## src/isaPkg.sv

```systemverilog
// Instruction encoding of the load/store ISA; import it wherever opcodes or word fields are decoded
`default_nettype none

package isaPkg;

	// ====================
	// Field widths
	// ====================

	// Datapath width, which is also the width of an extended immediate
	localparam int XLEN = 32;
	localparam int OPCODE_WIDTH = 7;
	localparam int FUNCT_WIDTH = 3;
	localparam int REG_FIELD_WIDTH = 5;

	// The immediate overlays the rs2 and funct fields and the spare bits above them
	localparam int IMM_WIDTH = 14;
	localparam int IMM_LSB = 17;
	localparam int IMM_UPPER_WIDTH = IMM_WIDTH - FUNCT_WIDTH - REG_FIELD_WIDTH;

	// ====================
	// Funct encodings
	// ====================

	// LOAD with this funct adds rs2 to the address
	localparam logic [FUNCT_WIDTH-1:0] FUNCT_LOAD_INDEXED = 3'd1;
	// BCC with this funct compares rs1 against zero and has no rs2
	localparam logic [FUNCT_WIDTH-1:0] FUNCT_BCC_ZERO = 3'd7;
	// MOV with this funct names r31 itself rather than the banked stack pointer
	localparam logic [FUNCT_WIDTH-1:0] FUNCT_MOV_RAW = 3'd1;

	// ====================
	// Opcodes
	// ====================

	// Any value outside this list is an illegal instruction
	typedef enum logic [OPCODE_WIDTH-1:0] {
		OP_NOP = 7'h00,
		OP_ADD = 7'h01,
		OP_SUB = 7'h02,
		OP_AND = 7'h03,
		OP_OR = 7'h04,
		OP_XOR = 7'h05,
		OP_SHIFT = 7'h06,
		OP_MUL = 7'h07,
		OP_LOAD = 7'h10,
		OP_STORE = 7'h11,
		OP_BCC = 7'h20,
		OP_FLT = 7'h30,
		OP_CSR = 7'h38,
		OP_MOV = 7'h40
	} opcodeE;

	// Instruction word, most significant field first
	typedef struct packed {
		logic immFlag;
		// Bits 30:25 are only meaningful as the top of the immediate
		logic [IMM_UPPER_WIDTH-1:0] immUpper;
		logic [FUNCT_WIDTH-1:0] funct;
		logic [REG_FIELD_WIDTH-1:0] rs2;
		logic [REG_FIELD_WIDTH-1:0] rs1;
		logic [REG_FIELD_WIDTH-1:0] rd;
		opcodeE opcode;
	} instrWordT;

endpackage

`default_nettype wire

```

## src/decodePkg.sv

```systemverilog
// Decode-stage result types; import it where register numbers or decoded records are built
`default_nettype none

package decodePkg;

	// ====================
	// Modes and registers
	// ====================

	// Operating mode, which selects the banked stack pointer
	typedef enum logic [1:0] {
		MODE_USER = 2'd0,
		MODE_SUPER = 2'd1,
		MODE_HYPER = 2'd2,
		MODE_MACHINE = 2'd3
	} opModeE;

	// Architectural register number is a bank on top of a field index
	localparam int BANK_WIDTH = 2;
	localparam int AREG_WIDTH = BANK_WIDTH + isaPkg::REG_FIELD_WIDTH;
	typedef logic [AREG_WIDTH-1:0] aregNoT;

	localparam logic [BANK_WIDTH-1:0] BANK_INT = 2'b00;
	localparam logic [BANK_WIDTH-1:0] BANK_FP = 2'b01;
	localparam logic [BANK_WIDTH-1:0] BANK_SP = 2'b10;

	// First of the four per-mode stack pointers
	localparam aregNoT SP_BANK_BASE = aregNoT'(64);
	// Integer r31 is the stack pointer as the encoding names it
	localparam aregNoT SP_AREG = aregNoT'(31);

	// ====================
	// Pipeline records
	// ====================

	// Output of the instruction latch
	typedef struct packed {
		isaPkg::instrWordT instr;
		opModeE mode;
		logic illegal;
	} fetchedT;

	// Record handed to the next stage
	typedef struct packed {
		aregNoT rd;
		aregNoT rs1;
		aregNoT rs2;
		logic rdZero;
		logic rs2Zero;
		logic hasImm;
		logic [isaPkg::XLEN-1:0] imm;
		logic illegal;
	} decodedT;

endpackage

`default_nettype wire

```

## src/instrLatch.sv

```systemverilog
// Input register of the decode stage; captures a strobed instruction and mode and checks the opcode
`timescale 1ns/1ps
`default_nettype none

module instrLatch (
	input wire logic clk,
	input wire logic rstN,
	input wire logic inStrobe,
	input wire isaPkg::instrWordT inInstr,
	input wire decodePkg::opModeE inMode,
	output decodePkg::fetchedT fetched,
	output logic fetchedValid
);
	import isaPkg::*;

	logic illegalOp;

	// NOP is legal and simply decodes to nothing
	always_comb
	begin
		case (inInstr.opcode)
			OP_NOP, OP_ADD, OP_SUB, OP_AND, OP_OR, OP_XOR, OP_SHIFT, OP_MUL,
			OP_LOAD, OP_STORE, OP_BCC, OP_FLT, OP_CSR, OP_MOV:
				illegalOp = 1'b0;
			default:
				illegalOp = 1'b1;
		endcase
	end

	// Valid follows the strobe by one cycle
	always_ff @(posedge clk)
	begin
		if (!rstN)
			fetchedValid <= 1'b0;
		else
			fetchedValid <= inStrobe;
	end

	// Payload only moves on a strobe and holds otherwise
	always_ff @(posedge clk)
	begin
		if (inStrobe)
		begin
			fetched.instr <= inInstr;
			fetched.mode <= inMode;
			fetched.illegal <= illegalOp;
		end
	end

	// The mode picks a stack pointer downstream, so it must be known when taken
	modeKnown: assert property (@(posedge clk) disable iff (!rstN)
		inStrobe |-> !$isunknown(inMode))
		else $error("instrLatch: mode has unknown bits on inStrobe");

endmodule

`default_nettype wire

```

## src/decodeImm.sv

```systemverilog
// Immediate decoder; flags whether the latched instruction carries an immediate and extends it
`timescale 1ns/1ps
`default_nettype none

module decodeImm (
	input wire decodePkg::fetchedT fetched,
	output logic hasImm,
	output logic [isaPkg::XLEN-1:0] imm
);
	import isaPkg::*;

	logic immCapable;
	logic [IMM_WIDTH-1:0] immField;

	// ====================
	// Opcode class
	// ====================

	// Branches, CSR and FP ops reuse bit 31 for other purposes
	always_comb
	begin
		case (fetched.instr.opcode)
			OP_ADD, OP_SUB, OP_AND, OP_OR, OP_XOR, OP_SHIFT, OP_MUL,
			OP_LOAD, OP_STORE, OP_MOV:
				immCapable = 1'b1;
			default:
				immCapable = 1'b0;
		endcase
	end

	assign hasImm = fetched.instr.immFlag & immCapable;

	// ====================
	// Extension
	// ====================

	// Raw immediate bits, which overlap funct and rs2
	assign immField = fetched.instr[IMM_LSB +: IMM_WIDTH];

	// Sign extend from the top immediate bit
	// A zero here keeps a stale field from leaking into the record
	assign imm = hasImm ? {{(XLEN - IMM_WIDTH){immField[IMM_WIDTH-1]}}, immField} : '0;

endmodule

`default_nettype wire

```

## src/decodeRs2.sv

```systemverilog
// Second source register decoder; includes the per-mode stack pointer remap for MOV
`timescale 1ns/1ps
`default_nettype none

module decodeRs2 (
	input wire decodePkg::fetchedT fetched,
	input wire logic hasImm,
	output decodePkg::aregNoT rs2,
	output logic rs2Zero
);
	import isaPkg::*;
	import decodePkg::*;

	always_comb
	begin
		// An immediate occupies the rs2 field, so there is no second register
		if (hasImm)
			rs2 = '0;
		else
		begin
			case (fetched.instr.opcode)
				OP_FLT:
					rs2 = {BANK_FP, fetched.instr.rs2};
				// Only the register form of a CSR access reads rs2
				OP_CSR:
					rs2 = (fetched.instr.funct == '0) ? {BANK_INT, fetched.instr.rs2} : '0;
				OP_BCC:
					rs2 = (fetched.instr.funct != FUNCT_BCC_ZERO) ?
						{BANK_INT, fetched.instr.rs2} : '0;
				OP_ADD, OP_SUB, OP_AND, OP_OR, OP_XOR, OP_SHIFT, OP_MUL:
					rs2 = {BANK_INT, fetched.instr.rs2};
				// A plain load uses only rs1 as the base
				OP_LOAD:
					rs2 = (fetched.instr.funct == FUNCT_LOAD_INDEXED) ?
						{BANK_INT, fetched.instr.rs2} : '0;
				// Store data and the MOV source
				OP_STORE, OP_MOV:
					rs2 = {BANK_INT, fetched.instr.rs2};
				default:
					rs2 = '0;
			endcase
		end

		// MOV of r31 names the stack pointer of the current mode
		if (rs2 == SP_AREG && fetched.instr.opcode == OP_MOV &&
			fetched.instr.funct != FUNCT_MOV_RAW)
			rs2 = SP_BANK_BASE + aregNoT'(fetched.mode);

		rs2Zero = (rs2 == '0);
	end

endmodule

`default_nettype wire

```

## src/decodeRs1Rd.sv

```systemverilog
// First source and destination register decoder for the latched instruction
`timescale 1ns/1ps
`default_nettype none

module decodeRs1Rd (
	input wire decodePkg::fetchedT fetched,
	output decodePkg::aregNoT rs1,
	output decodePkg::aregNoT rd,
	output logic rdZero
);
	import isaPkg::*;
	import decodePkg::*;

	// ====================
	// Source register
	// ====================

	// Illegal opcodes and NOP read nothing
	always_comb
	begin
		if (fetched.illegal)
			rs1 = '0;
		else
		begin
			case (fetched.instr.opcode)
				OP_NOP:
					rs1 = '0;
				OP_FLT:
					rs1 = {BANK_FP, fetched.instr.rs1};
				default:
					rs1 = {BANK_INT, fetched.instr.rs1};
			endcase
		end
	end

	// ====================
	// Destination register
	// ====================

	// Stores and branches write no register
	always_comb
	begin
		if (fetched.illegal)
			rd = '0;
		else
		begin
			case (fetched.instr.opcode)
				OP_NOP, OP_STORE, OP_BCC:
					rd = '0;
				OP_FLT:
					rd = {BANK_FP, fetched.instr.rd};
				default:
					rd = {BANK_INT, fetched.instr.rd};
			endcase
		end
	end

	// Integer r0 as a target means the result is dropped
	assign rdZero = (rd == '0);

endmodule

`default_nettype wire

```

## src/decodeOut.sv

```systemverilog
// Output register of the decode stage; presents one decoded record per strobe to the next stage
`timescale 1ns/1ps
`default_nettype none

module decodeOut (
	input wire logic clk,
	input wire logic rstN,
	input wire logic fetchedValid,
	input wire decodePkg::decodedT decodedIn,
	output logic outStrobe,
	output decodePkg::decodedT outDecoded
);

	// Strobe is the only control state of this stage
	always_ff @(posedge clk)
	begin
		if (!rstN)
			outStrobe <= 1'b0;
		else
			outStrobe <= fetchedValid;
	end

	// The record holds between strobes
	always_ff @(posedge clk)
	begin
		if (fetchedValid)
			outDecoded <= decodedIn;
	end

	// Every field the next stage sees on a strobe has been decoded from a real instruction
	recordKnown: assert property (@(posedge clk) disable iff (!rstN)
		outStrobe |-> !$isunknown(outDecoded))
		else $error("decodeOut: decoded record has unknown bits on outStrobe");

endmodule

`default_nettype wire

```

## src/decodeStage.sv

```systemverilog
// Operand decode stage top; instruction in on inStrobe, decoded record out two cycles later
`timescale 1ns/1ps
`default_nettype none

module decodeStage (
	input wire logic clk,
	input wire logic rstN,
	input wire logic inStrobe,
	input wire isaPkg::instrWordT inInstr,
	input wire decodePkg::opModeE inMode,
	output logic outStrobe,
	output decodePkg::decodedT outDecoded
);
	import isaPkg::*;
	import decodePkg::*;

	fetchedT fetched;
	logic fetchedValid;
	logic hasImm;
	logic [XLEN-1:0] imm;
	aregNoT rs1;
	aregNoT rs2;
	aregNoT rd;
	logic rdZero;
	logic rs2Zero;
	decodedT decoded;

	// ====================
	// Input side
	// ====================

	instrLatch instrLatch_i (
		.clk(clk),
		.rstN(rstN),
		.inStrobe(inStrobe),
		.inInstr(inInstr),
		.inMode(inMode),
		.fetched(fetched),
		.fetchedValid(fetchedValid)
	);

	// ====================
	// Field decoders
	// ====================

	decodeImm decodeImm_i (
		.fetched(fetched),
		.hasImm(hasImm),
		.imm(imm)
	);

	// rs2 depends on hasImm because the immediate shares its field
	decodeRs2 decodeRs2_i (
		.fetched(fetched),
		.hasImm(hasImm),
		.rs2(rs2),
		.rs2Zero(rs2Zero)
	);

	decodeRs1Rd decodeRs1Rd_i (
		.fetched(fetched),
		.rs1(rs1),
		.rd(rd),
		.rdZero(rdZero)
	);

	// Gather the decoder results into one record
	always_comb
	begin
		decoded.rd = rd;
		decoded.rs1 = rs1;
		decoded.rs2 = rs2;
		decoded.rdZero = rdZero;
		decoded.rs2Zero = rs2Zero;
		decoded.hasImm = hasImm;
		decoded.imm = imm;
		decoded.illegal = fetched.illegal;
	end

	// ====================
	// Output side
	// ====================

	decodeOut decodeOut_i (
		.clk(clk),
		.rstN(rstN),
		.fetchedValid(fetchedValid),
		.decodedIn(decoded),
		.outStrobe(outStrobe),
		.outDecoded(outDecoded)
	);

endmodule

`default_nettype wire

```

## config.mk

```make
export PLATFORM = sky130hd
export DESIGN_NAME = decodeStage
export DESIGN_NICKNAME = d
export VERILOG_FILES = /design/src/isaPkg.sv /design/src/decodePkg.sv /design/src/instrLatch.sv /design/src/decodeImm.sv /design/src/decodeRs2.sv /design/src/decodeRs1Rd.sv /design/src/decodeOut.sv /design/src/decodeStage.sv
export SDC_FILE = /design/constraint.sdc
export NUM_CORES = 1
export LEC_CHECK = 0
export BUFFER_PORTS_ARGS = -buffer_cell sky130_fd_sc_hd__buf_2
export CORE_MARGIN = 4
export CORE_UTILIZATION = 35
export CTS_CLUSTER_DIAMETER = 50
export DETAILED_ROUTE_END_ITERATION = 6
export GPL_ROUTABILITY_DRIVEN = 0
export PLACE_DENSITY_LB_ADDON = 0.08
export SLEW_MARGIN = 20
export SYNTH_ARGS = -nofsm -noshare
export SYNTH_HDL_FRONTEND = slang
export SYNTH_SLANG_ARGS = --single-unit
```

## constraint.sdc

```tcl
create_clock -name clk -period 2.5 [get_ports clk]
set_clock_uncertainty 0.2 [all_clocks]
set_input_delay 0.125 -clock clk [delete_from_list [all_inputs] [get_ports clk]]
set_output_delay 0.125 -clock clk [all_outputs]
set_load 0.05 [all_outputs]
```

==> results by group <==
Synth
  • Synth async-reset ratio: 0%
  • Post-synth cell types: 39
  • Post-Syn Instances: ~190
  • Syn. warnings: 0
  • Synth top area share: around three quarters
  • Post-synth EDFFs: between 70 and 80
  • Post-synth top area cell: edfxtp_1
  • Ys flop type: edfxtp_1
  • Seq/Total Area, Yosys: approximately 75%
  • Area of the mapped netlist: 2930 sq um
  • Area contributors post-synth: edfxtp_1 (74%), and2_1 (5.5%), buf_4 (5.1%)
  • FF+latch count, synth: 74
  • Avg Synthesized Cell Area: between 15 and 20 sq um

Floorplanning
  • Initial Util: 35.9%
  • Die area: between 9000 and 10000 sq um
  • Row count: 33
  • Core ar.: 8180 sq um
  • DIE HEIGHT: approximately 100 microns
  • Ports: 95
  • Chip width: 99.6 microns

Clock tree
  • H-tree depth: 3
  • Clock tree buffer depth: 2
  • CTS tree: done
  • Post-CTS sizing: 0
  • Worst-path clk slew: roughly 0.080 ns
  • Clock Latency Late Sink: 0.34 ns
  • Clock buffer count from CTS: 9
  • CTS Sinks: 74
  • CTS Root Cell: clkbuf_8
  • Hold_buf cts: 35
  • Postcts setup bufs: 0

Timing
  • Fin crit share: 95.0%
  • Crit path time final: 2.37 ns
  • RSZ-0062 raised after global routing: no
  • Final number of max-transition violations: 0
  • Post-route setup TNS: 0 ns
  • Hold Vio Cnt, Final: 0
  • Highest Clock Rate: 0.421 GHz
  • Rel. slew slack: 48.9%
  • Final setup viols: 0
  • Slew @ Worst Pin: 0.767 ns

Place
  • HPWL after DPL: 3.74 mm
  • Placement Cell Area: 3400 sq um
  • PortBufs: 92

GRT
  • Remaining Overflow, GRT: 0
  • Largest net degree at the start of global routing: 37
  • Gr usage total: 11.8%
  • Antenna violations before repair: 0
  • Global-route wire length before repair: 8.70 mm
  • Vias in the first global route: 1780

Pwr
  • Combinational power share: roughly 15%
  • Switching share of power: 26.6%
  • Pwr/cell area: 739 nW/um^2
  • Leakage: roughly 1.5 nW
  • Clock share of power: 33.9%
  • Pint: around 2.2 mW
  • Sequential Power Share: 51.5%
  • Worst vdd ir: 0.299 mV
  • Switching power: 780 uW

Setup path
  • Critical Path Fanout Max: 6
  • CP cell instances: or4_1 -> or3_1 -> nand4_1 -> or3b_1
  • Crit start category: flop
  • Required time of the critical path: between 2 and 2.5 ns
  • CP max stage delay: 0.59 ns
  • Worst R2R End: decodeOut_i.outDecoded[34]$_DFFE_PP_
  • Worst reg2reg startpoint: instrLatch_i.fetched[6]$_DFFE_PP_
  • CP max stage cell: or4_1
  • Setup crit end: decodeOut_i.outDecoded[34]$_DFFE_PP_
  • Crit path from: instrLatch_i.fetched[6]$_DFFE_PP_
  • Worst EP arrival: 2.26 ns
  • Worst R2R Setup Slack: between 0.1 and 0.15 ns
  • Crit end category: flop
  • Crit path kind: flop to flop
  • Reg2reg path depth: 4

Cells and area
  • Fill count: 741
  • # diodes: 0
  • Final Instance Area: 3970 sq um
  • Share of cells above drive strength 1: a little under two fifths
  • Synth-to-Final Area Change: 35.2%
  • Fin nets: 346

Worst hold path
  • Hold Crit Class: primary input to flop

Detailed routing
  • DRC Markers: 0
  • Iter 0 DRT Violations: 33
  • DR vias/cell: approximately 4.4
  • Drt first pass iters: 4
  • Post-DRT Antenna Nets: 0
  • Wire per inst: 13.3 microns
  • Final wirelength: 5.58 mm
  • Routed via count: roughly 1800

Status
  • Status: finished, final reports clean

Flow run
  • Max_cap viols: 0
routing by layer:
layer,vias up,global-route usage [%],routed length (microns)
met5,-,0,0
met4,0,5.15,100
met3,9,4.49,415
met2,70,19.8,2760
met1,849,13.5,2310
li1,920,-,-
critical path, delay by kind of cell, from the launching register on:
family           cells  cell delay, ns
flip-flops           1            0.46
AND/OR/NAND/NOR      4            1.46
cell type report:
type | instances | area (sq um) | share of cell area, %
flip-flops and latches | 74 | 2200 | 55.6
well taps | 105 | 131 | 3.31
multi-input cells | 90 | 553 | 13.9
clock inverters | 7 | 93.8 | 2.37
clock buffers | 9 | 124 | 3.12
repair buffers | 130 | 846 | 21.3
inverters | 4 | 15.0 | 0.379
power groups by stage:
stage | Clock, mW | Combinational [mW] | Sequential (mW)
after CTS | 1.03 | 0.433 | 1.51
after detailed placement | 0 | 0.391 | 1.54
after global placement | 0 | 0.392 | 1.54
after global routing | 1.09 | 0.454 | 1.52
final | 0.993 | 0.429 | 1.51
after floorplan | 0 | 0.158 | 1.67
worst min path at each step:
stage / start / endpoint / slack [ns] / depth (start not counted)
final: inStrobe / instrLatch_i.fetched[12]$_DFFE_PP_ / 0.21 / 1
after global routing: inStrobe / instrLatch_i.fetched[10]$_DFFE_PP_ / 0.23 / 1
after CTS: inStrobe / instrLatch_i.fetched[10]$_DFFE_PP_ / 0.20 / 1
after detailed placement: inInstr[9] / instrLatch_i.fetched[12]$_DFFE_PP_ / 0.10 / 1
after global placement: inInstr[22] / instrLatch_i.fetched[25]$_DFFE_PP_ / 0.10 / 1
after floorplan: inInstr[7] / instrLatch_i.fetched[10]$_DFFE_PP_ / 0.02 / 0
cells by family (layout without fill, tap and decap cells):
group / count (synthesis) / count (layout) / share of synthesized area [%]
flip-flops: 74 / 74 / 75.1
buffers and inverters: 28 / 150 / 6.23
XOR/XNOR: 1 / 1 / 0.299
AND/OR/NAND/NOR: 68 / 68 / 13.7
other: 1 / 2 / 0.128
AO/OA/AOI/OAI: 19 / 19 / 4.61
cell usage after synthesis (all sizes together), types with 2 or more instances:
| cell | count |
|---|---|
| nor2 | 13 |
| nor3 | 5 |
| dfxtp | 2 |
| edfxtp | 72 |
| nand2 | 3 |
| or4 | 2 |
| nand2b | 2 |
| nand3b | 3 |
| or3 | 2 |
| inv | 4 |
| nor4 | 2 |
| buf | 21 |
| and2 | 26 |
| a21oi | 3 |
| o21ai | 5 |
| clkbuf | 3 |
| or2 | 2 |
| nor4b | 3 |
state kept, by name, summed over array words and instances (netlist names):
| name | cells |
|---|---|
| decodeOut_i.outStrobe | 1 |
| instrLatch_i.fetched | 35 |
| instrLatch_i.fetchedValid | 1 |
| decodeOut_i.outDecoded | 37 |
placed cells by master (no fill, tap or decap), types with 3 or more instances in the layout:
cell type      Yosys  routed
buf_2              1      92
edfxtp_1          72      72
dlygate4sd3_1      0      35
and2_1            26      26
nor2_1            13      13
clkbuf_8           0       9
nor3_1             5       5
o21ai_0            5       5
inv_1              4       4
nand3b_1           3       3
nor4b_1            3       3
nand2_1            3       3
a21oi_1            3       3
per-stage QoR:
stage	setup WS, ns	util (%)	cells	power [mW]	hold slack (ns)
floorplan	0.247	-	192	1.83	0.0239
global placement	0.173	41.6	368	1.93	0.102
detailed placement	0.131	41.6	368	1.93	0.103
CTS	0.122	48.5	419	2.98	0.205
global route	0.0577	48.5	419	3.07	0.233
finish	0.126	48.5	419	2.93	0.207
No activity file was read; power rests on OpenSTA's default activity.
